## src/wb4_bus_pkg.sv

```systemverilog
// Wishbone B4 pipelined bus widths for the memory subsystem
// only a 32-bit data bus with byte select lanes is supported
// addresses are byte addresses, slaves decode word granularity
package wb4_bus_pkg;

	// data path width in bits
	localparam int WB_DATA_W = 32;

	// byte address width
	// full 32-bit space, the decoder maps only a small part of it
	localparam int WB_ADDR_W = 32;

	// one select bit per byte lane
	localparam int WB_SEL_W = WB_DATA_W / 8;

	// address bits below one word
	// these are ignored by the memories, sel picks the lanes
	localparam int WB_BYTE_OFS_W = 2;

endpackage

```

## src/wb4_smem.sv

```systemverilog
// Wishbone B4 pipelined static memory slave, 32-bit, byte lanes via sel
// read data and ack come one cycle after acceptance
// DELAY adds that many stall cycles after every accepted request
// SIZE must be a power of two, at least 2; address wraps modulo SIZE
// contents start at zero in simulation and are never reset
`timescale 1ns/1ps

module wb4_smem
	import wb4_bus_pkg::*;
#(
	parameter int SIZE  = 2,
	parameter int DELAY = 0
) (
	input  logic                 clk_i,
	input  logic                 rst_i,
	input  logic                 wb_cyc_i,
	input  logic                 wb_stb_i,
	input  logic                 wb_we_i,
	input  logic [WB_ADDR_W-1:0] wb_addr_i,
	input  logic [WB_DATA_W-1:0] wb_data_i,
	input  logic [WB_SEL_W-1:0]  wb_sel_i,
	output logic                 wb_stall_o,
	output logic                 wb_ack_o,
	output logic [WB_DATA_W-1:0] wb_data_o
);

	// word index width
	localparam int IDX_W = $clog2(SIZE);
	// delay counter needs to hold DELAY itself, keep 1 bit minimum
	localparam int CNT_W = (DELAY > 0) ? $clog2(DELAY + 1) : 1;

	// storage
	logic [WB_DATA_W-1:0] mem [SIZE];

	// stall counter, nonzero means busy
	logic [CNT_W-1:0] delay_cnt;

	logic [IDX_W-1:0]     word_idx;
	logic [WB_DATA_W-1:0] lane_mask;
	logic [WB_DATA_W-1:0] old_word;
	logic [WB_DATA_W-1:0] wr_word;
	logic                 accept;

	// zero contents at time zero
	initial begin
		for (int i = 0; i < SIZE; i++) begin
			mem[i] = '0;
		end
	end

	// byte offset dropped, upper bits wrap
	assign word_idx = wb_addr_i[WB_BYTE_OFS_W +: IDX_W];

	// stall straight from the counter
	assign wb_stall_o = (delay_cnt != '0);

	// request transfers this edge
	assign accept = wb_cyc_i & wb_stb_i & ~wb_stall_o;

	// expand sel into a bit mask
	always_comb begin
		for (int lane = 0; lane < WB_SEL_W; lane++) begin
			lane_mask[8*lane +: 8] = {8{wb_sel_i[lane]}};
		end
	end

	// read-modify-write merge, unselected lanes keep old bytes
	assign old_word = mem[word_idx];
	assign wr_word  = (wb_data_i & lane_mask) | (old_word & ~lane_mask);

	// memory array and read register
	always_ff @(posedge clk_i) begin
		if (accept) begin
			if (wb_we_i) begin
				mem[word_idx] <= wr_word;
			end else begin
				// read data lines up with ack
				wb_data_o <= old_word;
			end
		end
	end

	// ack one cycle after acceptance, for reads and writes alike
	always_ff @(posedge clk_i) begin
		if (rst_i) begin
			wb_ack_o <= 1'b0;
		end else begin
			wb_ack_o <= accept;
		end
	end

	// access delay
	// load on acceptance, count down to zero, then accept again
	// with DELAY 0 the counter stays at zero
	always_ff @(posedge clk_i) begin
		if (rst_i) begin
			delay_cnt <= '0;
		end else if (delay_cnt != '0) begin
			delay_cnt <= delay_cnt - 1'b1;
		end else if (accept) begin
			delay_cnt <= CNT_W'(DELAY);
		end
	end

endmodule
```

## config.mk

```make
export PLATFORM = sky130hd
export DESIGN_NAME = wb4_smem
export DESIGN_NICKNAME = d
export VERILOG_FILES = /design/src/wb4_bus_pkg.sv /design/src/wb4_smem.sv
export SDC_FILE = /design/constraint.sdc
export NUM_CORES = 1
export LEC_CHECK = 0
export ABC_AREA = 1
export BUFFER_PORTS_ARGS = -buffer_cell sky130_fd_sc_hd__buf_2
export CORE_MARGIN = 1.5
export CORE_UTILIZATION = 30
export DETAILED_ROUTE_END_ITERATION = 8
export SYNTH_ARGS = -nofsm -noshare
export SYNTH_HDL_FRONTEND = slang
export SYNTH_SLANG_ARGS = --single-unit
```

## constraint.sdc

```tcl
create_clock -name clk_i -period 2.6 [get_ports clk_i]
set_input_delay 0.52 -clock clk_i [delete_from_list [all_inputs] [get_ports clk_i]]
set_output_delay 0.52 -clock clk_i [all_outputs]
set_load 0.005 [all_outputs]
```

# After elaboration in Yosys (flattened, before gate mapping)
# Memory sizes are Yosys's and may differ from the RTL's.
# Cells that the tools add are included.
[word_totals] ff_bits=34 mem_bits_rw=64 input_bits=73 elab_cells=18 n_memories=1
[mem_list] memory="mem" words=2 word_bits=32 rd=1 rd_ports_with_merged_regs=0 wr=1 line="wb4_smem.sv:33" text="logic [WB_DATA_W-1:0] mem [SIZE];"
[classes] addsub=1 muxes=3 bitwise=8 n_reduce_logical=2
[ops] cell="32-bit bitwise AND" count=2
[ops] cell="32-bit NOT" count=1
[ops] cell="32-bit OR" count=1
[ops] cell="1-bit 2-to-1 mux" count=3
[ops] cell="1-bit bitwise AND" count=2
[ops] cell="1-bit NOT" count=2
[ops] cell="2-bit AND reduction" count=1
[ops] cell="2-bit OR reduction" count=1
[ops] cell="1-bit subtractor, second input constant" count=1

# Logic depth before layout (Yosys ltp)
[depth] ltp_word=4 depth_mapped=6 depth_no_buf=4

# Worst setup path after synthesis
# Ideal clock, no wire load.
[synth_timing] path_kind="input port to flip-flop" startpoint="in wb_addr_i[2]" endpoint="mem mem[0][0], enable pin" t_arrival_ps=2167 path_slack_ps=12 stages=3 cell_sequence="buf_6 -> buf_4 -> nor2_1"
[synth_rtl] item="start, declared" line="wb4_smem.sv:19" text="input logic [WB_ADDR_W-1:0] wb_addr_i,"
[synth_rtl] item="end, declared" line="wb4_smem.sv:33"
# No word-level cell before the write port.

# Final worst setup path
[layout_timing] startpoint="reg delay_cnt (netlist: wb_stall_o)" endpoint="mem mem[0][9], enable pin"
[layout_between] elab_chain_cells=4
[layout_lines] item="start, declared" line="wb4_smem.sv:36" text="logic [CNT_W-1:0] delay_cnt;"
[layout_lines] item="start signal, assigned" line="wb4_smem.sv:99" text="delay_cnt <= delay_cnt - 1'b1;"
[layout_lines] item="start signal, assigned" line="wb4_smem.sv:101" text="delay_cnt <= CNT_W'(DELAY);"
[layout_lines] item="1-bit NOT (no source line)"
[layout_lines] item="1-bit bitwise AND" line="wb4_smem.sv:58" text="assign accept = wb_cyc_i & wb_stb_i & ~wb_stall_o;"
[layout_lines] item="1-bit 2-to-1 mux" line="wb4_smem.sv:73" text="if (accept) begin"
[layout_lines] item="1-bit 2-to-1 mux (not written as such)" line="wb4_smem.sv:75" text="mem[word_idx] <= wr_word;"
# No other way between the ends.

==> metrics.csv <==
metric;value;unit
fin_ws;0.9008;ns
outcome;finished clean;
cts_hold_repair.buffers;0;
cp.arrival;1.74;ns
leakage;2.216;nW
peakVddDrop;0.2465;mV
totalWireLength;8040;um
rsz0062_at_grt;no;
ff_latch_area;2923;um2
port_buffers;75;
period_needed;1.699;ns
grtUsageTotal;0.1179;
endpoint_kind;register;
cap_violations;0;
synth-simple-area-share;0.2091;
floorplan.initialDensity;0.3106;
syn-instance-count;378;
worstSetupStartpointType;register;
num_vias;2657;
finalHoldViolations;0;
drive_gt1_frac;0.2056;
grt_first_pass_wirelength;12520;um
synth_nets;451;
synth_compound_area_frac;0;
synthAdderAreaFrac;0;
cts_setup_buffers;0;
fp.coreArea;13350;um2
area_growth;20.94;%
ys_ff_latch;98;
cts_root_buffer;clkbuf_16;
dp_hpwl;5223;um
avgRoutedWirePerCell;12.60;um
post-place-ws;0.6069;ns
clock.fmax;0.5885;GHz
drt-vias-per-instance;4.165;
dieArea;14540;um2
synthesis.area;4146;um2
required;2.64;ns
ant_nets;0;
place.gp.congestion;0.6757;
setup_viol;0;
grt_max_degree;33;
power_density;641.8;nW/um2
ys.warnings.count;0;
cp_max_fo;21;
synthMuxAreaShare;0;
antenna_found_initial;0;
multi_input_area;893.4;um2
p_total;3.218;mW
crit_type;reg2reg;
grt_overflow;0;
synth_xor_area_frac;0;
cts.sinks;98;
cts_resized;0;
diodes;0;
ys_seq_area_frac;0.7049;
finalSetupTns;0;ns
drt-initial-drc-count;116;
report.final.slew_viol_count;0;
drc;0;
die_w;120.6;um
clock_latency;0.34;ns
cts_buffer_depth;2;
synth.avg_cell_area;10.97;um2
cts_tree;built;
grt_pass1_vias;2585;
num_rows;42;
cts_buffers;9;
synth_top_family_by_area;simple AND/OR/NAND/NOR gates;
nFillCells;1343;
yosysUniqueCellTypes;13;
final.period_utilization;0.6536;
hold_path.class;in2reg;
clk_pin_slew;0.06;ns
first_pass_iters;4;
finalNetCount;531;
ios;107;
die_h;120.6;um
ctsHtreeMaxLevel;3;
clock_skew;0.006627;ns
==> routing by layer <==
layer | global-route usage | share of wire | vias up
met1 | 0.1449 | 0.46 | 1210
li1 | - | - | 1370
met5 | 0 | 0 | -
met3 | 0.03066 | 0.046 | 13
met2 | 0.1911 | 0.47 | 64
met4 | 0.06103 | 0.021 | 0
==> stage by stage <==
step / cells / utilization / cell area, um2 / hold WS, ns
finish: 638 / 0.3757 / 5015 / 0.3326
global route: 638 / 0.3757 / 5015 / 0.3385
CTS: 638 / 0.3757 / 5015 / 0.3107
detailed placement: 623 / 0.3551 / 4740 / 0.6017
floorplan: 378 / - / 4146 / 0.5280
global placement: 623 / 0.3551 / 4740 / 0.5777
==> power by group <==
group          leakage [nW]  switching [mW]  internal [mW]
combinational          1.20           0.120         0.0721
sequential            0.885         0.00483           1.77
clock                 0.135           0.527          0.729
total                  2.22           0.652           2.57
==> logic make-up after synthesis <==
group / count (synthesis)
AND/OR/NAND/NOR: 198
buffers and inverters: 81
flip-flops: 98
other: 1
==> Yosys cell counts, drive strengths merged <==
library cell	n	area share
dfxtp	2	0.0097
nand2	128	0.12
edfxtp	96	0.70
inv	70	0.064
nor2	4	0.0036
nand3	33	0.040
conb	1	0.00090
buf	11	0.021
nand4	1	0.0015
and2	32	0.048
==> final cells by class <==
type                       instances  share of cell area
sequential                        98              0.5828
multi-input combinational        199              0.1781
timing repair buffer              80             0.08733
inverter                          70             0.05289
clock buffer                      10             0.04566
tap                              176             0.04391
clock inverter                     5            0.009232
==> worst max-delay path, stage by stage (launching register included) <==
cell	delay (ns)
dfxtp_1	0.31
inv_1	0.07
nand4_1	0.29
nor2_4	0.46
buf_12	0.25
==> final timing paths <==
| path | from | to | slack (ns) | depth (start not counted) |
|---|---|---|---|---|
| max | wb_stall_o$_SDFF_PP0_ | mem[0][9]$_DFFE_PP_ | 0.90 | 4 |
| min | rst_i | wb_ack_o$_SDFF_PP0_ | 0.33 | 2 |
| max reg2reg | wb_stall_o$_SDFF_PP0_ | mem[0][9]$_DFFE_PP_ | 0.90 | 4 |
| min reg2reg | wb_stall_o$_SDFF_PP0_ | wb_ack_o$_SDFF_PP0_ | 0.61 | 3 |
==> layout by cell type (no fill, tap or decap) <==
master / synthesis / routed
nand2_1: 128 / 128
edfxtp_1: 96 / 96
buf_2: 4 / 75
inv_1: 69 / 69
nand3_1: 33 / 33
and2_1: 32 / 32
clkbuf_16: 0 / 9
nor2_4: 0 / 3
clkinv_1: 0 / 3
buf_4: 3 / 3
buf_12: 0 / 2
dfxtp_1: 2 / 2
inv_4: 1 / 1
nand4_1: 1 / 1
nor2_1: 4 / 1
bufinv_16: 0 / 1
clkinv_2: 0 / 1
clkbuf_1: 0 / 1
conb_1: 1 / 1
==> registers in the layout (all words and copies together) (netlist names) <==
register / flops
wb_stall_o: 1
wb_data_o: 32
wb_ack_o: 1
mem: 64
(Power assumes the default switching activity.)
