## config.mk

```make
export PLATFORM = sky130hd
export DESIGN_NAME = wb4_decode
export DESIGN_NICKNAME = d
export VERILOG_FILES = /design/src/mem_map_pkg.sv /design/src/wb4_bus_pkg.sv /design/src/wb4_decode.sv
export SDC_FILE = /design/constraint.sdc
export NUM_CORES = 1
export LEC_CHECK = 0
export ABC_AREA = 1
export BUFFER_PORTS_ARGS = -buffer_cell sky130_fd_sc_hd__buf_2
export CAP_MARGIN = 20
export CELL_PAD_IN_SITES_DETAIL_PLACEMENT = 2
export CELL_PAD_IN_SITES_GLOBAL_PLACEMENT = 2
export CORE_MARGIN = 2
export CORE_UTILIZATION = 10
export DETAILED_ROUTE_END_ITERATION = 10
export PLACE_DENSITY = 0.9
export SYNTH_ARGS = -nofsm -noshare
export SYNTH_HDL_FRONTEND = slang
export SYNTH_SLANG_ARGS = --single-unit
```

## constraint.sdc

```tcl
create_clock -name clk_i -period 3.7 [get_ports clk_i]
set_clock_uncertainty 0.2 [all_clocks]
set_input_delay 0.925 -clock clk_i [delete_from_list [all_inputs] [get_ports clk_i]]
set_output_delay 0.925 -clock clk_i [all_outputs]
set_load 0.005 [all_outputs]
```

## src/mem_map_pkg.sv

```systemverilog
// address map of the two memory slaves and decoder limits
// bases must be word aligned and regions must not overlap
// word counts must be powers of two, at least 2
package mem_map_pkg;

	// fast RAM, zero wait states
	localparam logic [31:0] FAST_BASE  = 32'h0000_0000;
	localparam int          FAST_WORDS = 256;

	// slow RAM, stalls after every accepted access
	localparam logic [31:0] SLOW_BASE  = 32'h0000_1000;
	localparam int          SLOW_WORDS = 64;
	// stall cycles following each accepted slow access
	localparam int          SLOW_DELAY = 3;

	// outstanding request limit in the decoder
	localparam int MAX_OUTSTANDING = 2;
	// width of the outstanding counter
	localparam int OUT_CNT_W = 2;

	// region codes
	// REG_NONE also marks an idle decoder after reset
	typedef enum logic [1:0] {
		REG_NONE = 2'd0,
		REG_FAST = 2'd1,
		REG_SLOW = 2'd2
	} region_e;

endpackage

```

## src/wb4_bus_pkg.sv

```systemverilog
// Wishbone B4 pipelined bus widths for the memory subsystem
// only a 32-bit data bus with byte select lanes is supported
// addresses are byte addresses, slaves decode word granularity
package wb4_bus_pkg;

	// data path width in bits
	localparam int WB_DATA_W = 32;

	// byte address width
	// full 32-bit space, the decoder maps only a small part of it
	localparam int WB_ADDR_W = 32;

	// one select bit per byte lane
	localparam int WB_SEL_W = WB_DATA_W / 8;

	// address bits below one word
	// these are ignored by the memories, sel picks the lanes
	localparam int WB_BYTE_OFS_W = 2;

endpackage

```

## src/wb4_decode.sv

```systemverilog
// address decoder and response router for two Wishbone B4 memory slaves
// requests to a new region wait until all earlier responses are back
// unmapped addresses are accepted only when idle and answered with err
// master must keep cyc high while requests are outstanding, no abort
// at most MAX_OUTSTANDING requests in flight
`timescale 1ns/1ps

module wb4_decode
	import wb4_bus_pkg::*;
	import mem_map_pkg::*;
(
	input  logic                 clk_i,
	input  logic                 rst_i,
	// master side
	input  logic                 m_cyc_i,
	input  logic                 m_stb_i,
	input  logic [WB_ADDR_W-1:0] m_addr_i,
	output logic                 m_stall_o,
	output logic                 m_ack_o,
	output logic                 m_err_o,
	output logic [WB_DATA_W-1:0] m_data_o,
	// fast RAM side
	output logic                 f_cyc_o,
	output logic                 f_stb_o,
	input  logic                 f_stall_i,
	input  logic                 f_ack_i,
	input  logic [WB_DATA_W-1:0] f_data_i,
	// slow RAM side
	output logic                 s_cyc_o,
	output logic                 s_stb_o,
	input  logic                 s_stall_i,
	input  logic                 s_ack_i,
	input  logic [WB_DATA_W-1:0] s_data_i
);

	// region end addresses, exclusive
	localparam logic [WB_ADDR_W-1:0] FAST_END =
		FAST_BASE + WB_ADDR_W'(FAST_WORDS << WB_BYTE_OFS_W);
	localparam logic [WB_ADDR_W-1:0] SLOW_END =
		SLOW_BASE + WB_ADDR_W'(SLOW_WORDS << WB_BYTE_OFS_W);

	// region of the request on the bus
	region_e req_reg;
	// region owning every outstanding request
	region_e out_reg;
	// requests accepted but not yet answered
	logic [OUT_CNT_W-1:0] out_cnt;

	logic busy;
	logic conflict;
	logic limit_hit;
	logic blocked;
	logic accept;
	logic resp;
	logic err_q;

	// address classification
	always_comb begin
		if (m_addr_i >= FAST_BASE && m_addr_i < FAST_END) begin
			req_reg = REG_FAST;
		end else if (m_addr_i >= SLOW_BASE && m_addr_i < SLOW_END) begin
			req_reg = REG_SLOW;
		end else begin
			req_reg = REG_NONE;
		end
	end

	assign busy = (out_cnt != '0);

	// ordering rule
	// different region, or any unmapped access, waits for a drained counter
	assign conflict  = busy & ((req_reg != out_reg) | (req_reg == REG_NONE));
	assign limit_hit = (out_cnt == OUT_CNT_W'(MAX_OUTSTANDING));
	assign blocked   = conflict | limit_hit;

	// stb only to the selected slave and only when not blocked
	assign f_stb_o = m_stb_i & ~blocked & (req_reg == REG_FAST);
	assign s_stb_o = m_stb_i & ~blocked & (req_reg == REG_SLOW);

	// cyc held while the slave is addressed or still owes a response
	assign f_cyc_o = m_cyc_i & ((req_reg == REG_FAST) | (busy & (out_reg == REG_FAST)));
	assign s_cyc_o = m_cyc_i & ((req_reg == REG_SLOW) | (busy & (out_reg == REG_SLOW)));

	// stall back to the master
	// unmapped requests never stall once the decoder is idle
	always_comb begin
		if (blocked) begin
			m_stall_o = 1'b1;
		end else begin
			case (req_reg)
				REG_FAST: m_stall_o = f_stall_i;
				REG_SLOW: m_stall_o = s_stall_i;
				default:  m_stall_o = 1'b0;
			endcase
		end
	end

	assign accept = m_cyc_i & m_stb_i & ~m_stall_o;

	// err pulse one cycle after an unmapped acceptance
	always_ff @(posedge clk_i) begin
		if (rst_i) begin
			err_q <= 1'b0;
		end else begin
			err_q <= accept & (req_reg == REG_NONE);
		end
	end

	assign m_err_o = err_q;

	// ack from the owning slave only
	assign m_ack_o = busy & (((out_reg == REG_FAST) & f_ack_i) |
		((out_reg == REG_SLOW) & s_ack_i));

	// read data mux, valid only with ack
	assign m_data_o = (out_reg == REG_SLOW) ? s_data_i : f_data_i;

	assign resp = m_ack_o | m_err_o;

	// outstanding bookkeeping
	// accept and response in one cycle leave the count as is
	always_ff @(posedge clk_i) begin
		if (rst_i) begin
			out_cnt <= '0;
			out_reg <= REG_NONE;
		end else begin
			case ({accept, resp})
				2'b10:   out_cnt <= out_cnt + 1'b1;
				2'b01:   out_cnt <= out_cnt - 1'b1;
				default: out_cnt <= out_cnt;
			endcase
			// owner changes only when the counter is drained
			if (accept) begin
				out_reg <= req_reg;
			end
		end
	end

endmodule

```

# Yosys cells after proc, flatten, opt, wreduce, memory -nomap -nowiden
# Cells that the tools add are included.
[word_totals] ff_bits=5 out_inout_bits=39 elab_cells=50
[classes] n_addsub=2 n_lt_le_gt_ge=4 eq_ne=8 mux=6 bitwise=22 n_reduce_logical=5
[op_table] cell="greater-or-equal comparator 32 x 1 -> 1 bit, second input constant" count=1
[op_table] cell="greater-or-equal comparator 32 x 13 -> 1 bit, second input constant" count=1
[op_table] cell="< comparator 32 x 11 -> 1 bit, second input constant" count=1
[op_table] cell="< comparator 32 x 13 -> 1 bit, second input constant" count=1
[op_table] cell="2-to-1 mux 32 bit" count=1
[op_table] cell="AND 1 bit" count=14
[op_table] cell="equality test 2 bit, second input constant" count=4
[op_table] cell="equality test 2 x 1 -> 1 bit, second input constant" count=3
[op_table] cell="bitwise OR 1 bit" count=6
[op_table] cell="2-to-1 mux 2 bit" count=2
[op_table] cell="one-hot mux 2 bit (2 select lines)" count=1
[op_table] cell="nonzero test 2 bit" count=2
[op_table] cell="adder 2 x 1 -> 2 bit, second input constant" count=1
[op_table] cell="logical AND 1 bit" count=2
[op_table] cell="logical NOT 2 bit" count=1
[op_table] cell="inequality test 2 bit" count=1
[op_table] cell="inverter 1 bit" count=2
[op_table] cell="one-hot mux 1 bit (2 select lines)" count=1
[op_table] cell="subtractor 2 x 1 -> 2 bit, second input constant" count=1
[op_table] cell="2-to-1 mux 1 bit" count=1

# Longest topological paths before layout
# Gate-level depths: netlist (run 1).
[logic_depth] word_depth=13 ltp_mapped=14

# Worst setup path after synthesis (run 1)
# No wires, ideal clock.
[synth_timing] kind="input-to-output" start="input port m_addr_i[21]" end="output port f_stb_o" t_arrival_ns=1.736 required_ns=2.575 setup_slack_ns=0.839 cell_stages=9 path_cell_list="nor2_1 > nand2_1 > nor2_4 > nand3_2 > nand2_1 > nand2_2 > nand2_4 > nand2_1 > nor2_1"
[synth_between] elab_chain_len=11
[synth_rtl] item="from (decl)" line_no="wb4_decode.sv:17" rtl="input logic [WB_ADDR_W-1:0] m_addr_i,"
[synth_rtl] item="greater-or-equal comparator 32 x 13 -> 1 bit or < comparator 32 x 13 -> 1 bit (tied branches)" line_no="wb4_decode.sv:61" rtl="end else if (m_addr_i >= SLOW_BASE && m_addr_i < SLOW_END) begin"
[synth_rtl] item="logical AND 1 bit" line_no="wb4_decode.sv:61"
[synth_rtl] item="2-to-1 mux 2 bit" line_no="wb4_decode.sv:61"
[synth_rtl] item="2-to-1 mux 2 bit (*)" line_no="wb4_decode.sv:59" rtl="if (m_addr_i >= FAST_BASE && m_addr_i < FAST_END) begin"
[synth_rtl] item="inequality test 2 bit or logical NOT 2 bit (tied branches)" line_no="wb4_decode.sv:72" rtl="assign conflict = busy & ((req_reg != out_reg) | (req_reg == REG_NONE));"
[synth_rtl] item="bitwise OR 1 bit" line_no="wb4_decode.sv:72"
[synth_rtl] item="AND 1 bit" line_no="wb4_decode.sv:72"
[synth_rtl] item="bitwise OR 1 bit" line_no="wb4_decode.sv:74" rtl="assign blocked = conflict | limit_hit;"
[synth_rtl] item="inverter 1 bit" line_no="wb4_decode.sv:77" rtl="assign f_stb_o = m_stb_i & ~blocked & (req_reg == REG_FAST);"
[synth_rtl] item="AND 1 bit" line_no="wb4_decode.sv:77"
[synth_rtl] item="AND 1 bit (*)" line_no="wb4_decode.sv:77"
[synth_rtl] item="to (decl)" line_no="wb4_decode.sv:24" rtl="output logic f_stb_o,"
# Mark *: on every way between the ends. The rest lies on a longest branch, timed or not.

# Worst setup path in the final report (run 1)
[layout_timing] start="input port m_addr_i[29]" end="output port f_stb_o"
# The elaborated chain is that of the path after synthesis.

==> results of run 1 <==
[worst max-delay path, stage by stage]
cell,delay (ns)
buf_2,0.10
nor2_1,0.10
nand2_1,0.07
nor2_2,0.18
nand3_2,0.15
nor2_1,0.12
nor2_1,0.06
nand2_2,0.07
nand2_4,0.07
nand2_1,0.09
nor2_1,0.04
buf_2,0.12
[area by class of cell]
class | count | area (um2)
clock buffers | 4 | 45.0
fillers | 1121 | 6980
inverters | 16 | 60.1
multi-input cells | 168 | 718
flip-flops and latches | 5 | 100
well taps | 108 | 135
repair buffers | 135 | 678
[cell families (layout without fill, tap and decap cells)]
kind of cell	after synthesis	after routing	share of synthesized area, %
adder cells (fa/ha/maj)	1	1	1.39
flip-flops	5	5	11.1
AND/OR/NAND/NOR	159	159	73.9
AO/OA/AOI/OAI	8	8	4.44
buffers and inverters	22	155	9.17
[final timing paths]
check,slack (ns),startpoint,cells after the start,endpoint
max,0.47,m_addr_i[29],12,f_stb_o
min reg2reg,0.28,out_cnt[1]$_SDFFE_PP0P_,2,out_cnt[1]$_SDFFE_PP0P_
min,0.28,out_cnt[1]$_SDFFE_PP0P_,2,out_cnt[1]$_SDFFE_PP0P_
max reg2reg,1.32,out_reg[1]$_SDFFE_PP0P_,12,out_cnt[1]$_SDFFE_PP0P_
[power breakdown]
part	leakage [nW]	total (mW)	switching [mW]	internal (mW)
clock	0.0228	0.105	0.0311	0.0743
sequential	0.0410	0.0641	0.00365	0.0604
combinational	1.04	0.218	0.118	0.0993
[layout by cell type (no fill, tap or decap)]
cell type and count:
nand2_1 117, a21oi_1 5, nor2_2 7, nand2_2 1, nand2_4 1, inv_1 13
inv_2 3, o21ai_0 3, nand4_1 2, nand3_1 4, dfxtp_1 5, or2_1 1
clkbuf_8 3, clkbuf_1 1, buf_2 134, nor2_4 1, nand3_4 1, buf_4 1
nand3_2 1, nor2_1 22, nor3_1 1, ha_1 1
[through the flow]
step           total power, mW  instance area (um2)  hold WS [ns]  utilization (%)
2_1_floorplan            0.167                  901         0.244                -
3_3_place_gp             0.278                 1690         0.255             19.4
3_5_place_dp             0.289                 1690         0.277             19.4
4_1_cts                  0.399                 1740         0.285             19.9
5_1_grt                  0.429                 1740         0.324             19.9
6_report                 0.387                 1740         0.277             19.9
[layer usage]
| metal | up-vias | wire length [um] | track usage, % |
|---|---|---|---|
| met5 | - | 0 | 0 |
| met4 | 0 | 50 | 1.26 |
| met3 | 4 | 285 | 2.06 |
| met2 | 59 | 2920 | 21.5 |
| met1 | 777 | 1790 | 10.3 |
| li1 | 851 | - | - |
==> impl_metrics.yaml, run 1 <==
sta:
  slew_violations: 0
  worst_slack_ns: 0.473
  fin_crit_sh_pct: 87.2
  fmax_mhz: 310
  tightest_slew_ns: 0.524
  rsz0062_at_grt: "false"
  relSlewSlack_pct: 65.0
  finalHoldViolations: 0
  fin_crit_ns: 3.23
  setup_viol_count_final: 0
  setup_tns_ns: 0
floorplan:
  initial_core_util_pct: 10.3
  rows: 34
  ios: 143
  die_y_um: 98.9
  fp.coreArea_um2: 8720
  dieArea_um2: 9780
  die_w_um: 98.9
flow_run:
  max-cap-violations: 0
route:
  wl_mm: 5.05
  firstDrtPassIters: 4
  antenna_left: 0
  drc: 0
  drtIter0Drc: 17
  vias: 1691
  post_drt_wl_per_cell_um: 11.6
  viasPerCell: 3.88
grt:
  antenna_found_initial: 0
  grt_start_max_net_pins: 33
  grt_pass1_vias: 1909
  overflow: 0
  grt_usage_pct: 10.2
  grt_pass1_wl_mm: 8.33
finish:
  fin_cells: 436
  syn_to_final_growth_pct: 92.8
  drive_above_1_share_pct: 46.6
  diodes: 0
  nets: 434
pwr:
  p_leak_nw: 1.10
  ir_worst_vdd_v: 0.0000904
  p_per_area_nw_per_um2: 223
placed_design:
  port_buffers: 134
  gp_congestion: 0.639
  numPlacedInstances: 432
  dp_hpwl_mm: 4.54
  dp_slack_ns: 0.434
clock_network:
  cts_buffers: 3
  h-tree-depth: 1
  clkTransAtPathRegs_ns: 0.04
  clk-insertion-delay-late_ns: 0.23
  postCtsSetupRepairBufs: 0
  cts_tree: "yes"
  cts_hold_buf: 0
  cts_root_buffer: "clkbuf_8"
  cts_resized: 0
  cts_buffer_depth: 2
  clkSinkCount: 5
worst_setup_path:
  worst-setup-path-type: "primary input to output pin"
  start_kind: "primary input"
  arrival_ns: 2.10
  worstPathRequired_ns: 2.57
  cp_max_fo: 6
  end_kind: "output pin"
synth:
  synthCells: 195
  yosysMostFrequentCell: "nand2_1"
  postSynthAreaPerCell_um2: 4.62
  ys_types: 19
  synth.area.top_cells: "nand2_1 (49%), dfxtp_1 (11%), nor2_1 (9.2%)"
  synth_ff_type: "dfxtp_1"
  syn_area_um2: 901
  synth_edf_count: 0
  synth_top_area_share_pct: 48.8
  synth_commonest_cells: "nand2_1 (117), nor2_1 (22), inv_1 (13), nor2_2 (7), clkbuf_1 (6)"
  yosys.area.top_type: "nand2_1"
  async_flop_share_pct: 0
  ys_ff_latch: 5
  ys_seq_area_share_pct: 11.1
  synth_fp_nets: 300
  yosys_warnings: 0
status:
  status: "complete, no violations"
worst_hold_path:
  hp-class: "register to register"
(Power assumes the default switching activity.)
==> run 2, diff against run 1 <==
Settings changed: ABC_CLOCK_PERIOD_IN_PS from default to 4100, CAP_MARGIN 20 to default.
Clock period 3.7 ns to 4.1 ns, I/O delays scaled along.
==> run 2 against run 1 <==
Final cell count unchanged. Worst hold slack lost 0.0027 ns. Sequential share of layout area stayed put. Sequential power down 10%. Register-to-register slack improved by 0.38 ns. Total power is 9.7% lower. Combinational power shrank 9%. Core utilization unchanged. Setup slack improved by 0.16 ns.
==> impl_metrics.yaml, run 2 (synthesis gave the netlist of run 1 again) <==
floorplan:
  rows: 34
  ios: 143
  die_w_um: 98.9
  fp.coreArea_um2: 8720
  dieArea_um2: 9780
  die_y_um: 98.9
  initial_core_util_pct: 10.3
placed_design:
  gp_congestion: 0.656
  port_buffers: 134
  dp_hpwl_mm: 4.55
  numPlacedInstances: 432
clock_network:
  cts_resized: 0
  cts_buffers: 3
  cts_buffer_depth: 2
  cts_root_buffer: "clkbuf_8"
  clk-insertion-delay-late_ns: 0.22
  cts_hold_buf: 0
  cts_tree: "yes"
  clkTransAtPathRegs_ns: 0.04
  h-tree-depth: 1
  clkSinkCount: 5
  postCtsSetupRepairBufs: 0
sta:
  fin_crit_ns: 3.46
  fin_crit_sh_pct: 84.5
  tightest_slew_ns: 0.509
  setup_viol_count_final: 0
  fmax_mhz: 289
  finalHoldViolations: 0
  relSlewSlack_pct: 66.0
  rsz0062_at_grt: "false"
  slew_violations: 0
  setup_tns_ns: 0
worst_setup_path:
  arrival_ns: 2.24
  critPathLaunch: "m_addr_i[31]"
  worst-setup-path-type: "primary input to output pin"
  cp_num_cells: 12
  cp_slowest_stage_delay_ns: 0.19
  crit_path_cell_trace: "buf_2 > nor2_1 > nand2_1 > nor2_2 > nand3_2 > nor2_1 > nor2_1 > nand2_2 > nand2_4 > nand2_1 > nor2_1 > buf_2"
  worstPathRequired_ns: 2.87
  cp_top_family: "simple AND/OR/NAND/NOR gates"
  cp_max_fo: 6
  crit_top_cell: "nor2_1"
  path_buf_inv: 2
  r2r_start: "out_reg[1]$_SDFFE_PP0P_"
  rr_worst_depth: 12
  cp_slowest_cell: "nor2_2"
  end_kind: "output pin"
  start_kind: "primary input"
pwr:
  ir_worst_vdd_v: 0.0000651
  p_per_area_nw_per_um2: 201
  power_mw: 0.349
  p_leak_nw: 1.10
route:
  drc: 0
  post_drt_wl_per_cell_um: 11.8
  top_layer_used: "met4"
  antenna_left: 0
  drtIter0Drc: 9
  firstDrtPassIters: 3
  vias: 1702
  viasPerCell: 3.90
  wl_met2_mm: 3.03
  wl_met3_um: 274
  wl_mm: 5.13
  drt-met1-wl_mm: 1.81
finish:
  final_common_cell: "buf_2"
  final_cell_mix: "buf_2 (134), nand2_1 (117), nor2_1 (22), inv_1 (13), nor2_2 (7)"
  diodes: 0
  drive_above_1_share_pct: 46.6
  syn_to_final_growth_pct: 92.8
  nets: 434
  nFillCells: 1138
  final_util_pct: 19.9
  fin_cells: 436
grt:
  grt_start_max_net_pins: 33
  grt_pass1_vias: 1895
  overflow: 0
  grt_pass1_wl_mm: 8.36
  grt_usage_pct: 10.3
  antenna_found_initial: 0
worst_hold_path:
  hp-class: "register to register"
  min_from: "out_cnt[1]$_SDFFE_PP0P_"
  holdPathStages: 2
status:
  status: "complete, no violations"
flow_run:
  max-cap-violations: 0
[run 2: cell counts in the layout (fill, tap and decap cells not counted)]
Identical to the previous run, type by type.
[run 2: worst register-to-register path: cells and delay by family (launching register included)]
family          cells  cell delay, ns
simple gates        6            0.85
compound gates      4            0.50
fa+ha+maj           1            0.34
flops               1            0.33
buf+inv             1            0.07
[run 2: path summary, 6_finish.rpt]
| kind | endpoint | slack (ns) |
|---|---|---|
| max | f_stb_o | 0.64 |
| min | out_cnt[1]$_SDFFE_PP0P_ | 0.27 |
| max reg2reg | out_cnt[1]$_SDFFE_PP0P_ | 1.70 |
| min reg2reg | out_cnt[1]$_SDFFE_PP0P_ | 0.27 |
[run 2: layout make-up]
class / count / area [um2] / share of cell area [%]
clock buffer: 4 / 45.0 / 2.59
inverter: 16 / 60.1 / 3.46
multi-input combinational: 168 / 718 / 41.4
sequential: 5 / 100 / 5.76
tap: 108 / 135 / 7.78
timing repair buffer: 135 / 678 / 39.0
[run 2: layer usage]
layer,vias up,track usage (%)
met1,795,10.7
met3,2,1.77
met2,57,21.3
met4,0,1.58
li1,848,-
met5,-,0
[run 2: power breakdown]
group | leakage, nW | switching (mW) | internal (mW)
logic | 1.04 | 0.109 | 0.0895
clock network | 0.0228 | 0.0262 | 0.0669
registers | 0.0410 | 0.00318 | 0.0545
[run 2: stage by stage]
step                hold slack (ns)  worst slack, ns  instance area (um2)
finish                        0.274            0.637                 1740
global route                  0.330            0.445                 1740
CTS                           0.275            0.606                 1740
detailed placement            0.268            0.611                 1690
global placement              0.257            0.696                 1690
floorplan                     0.244             1.04                  901
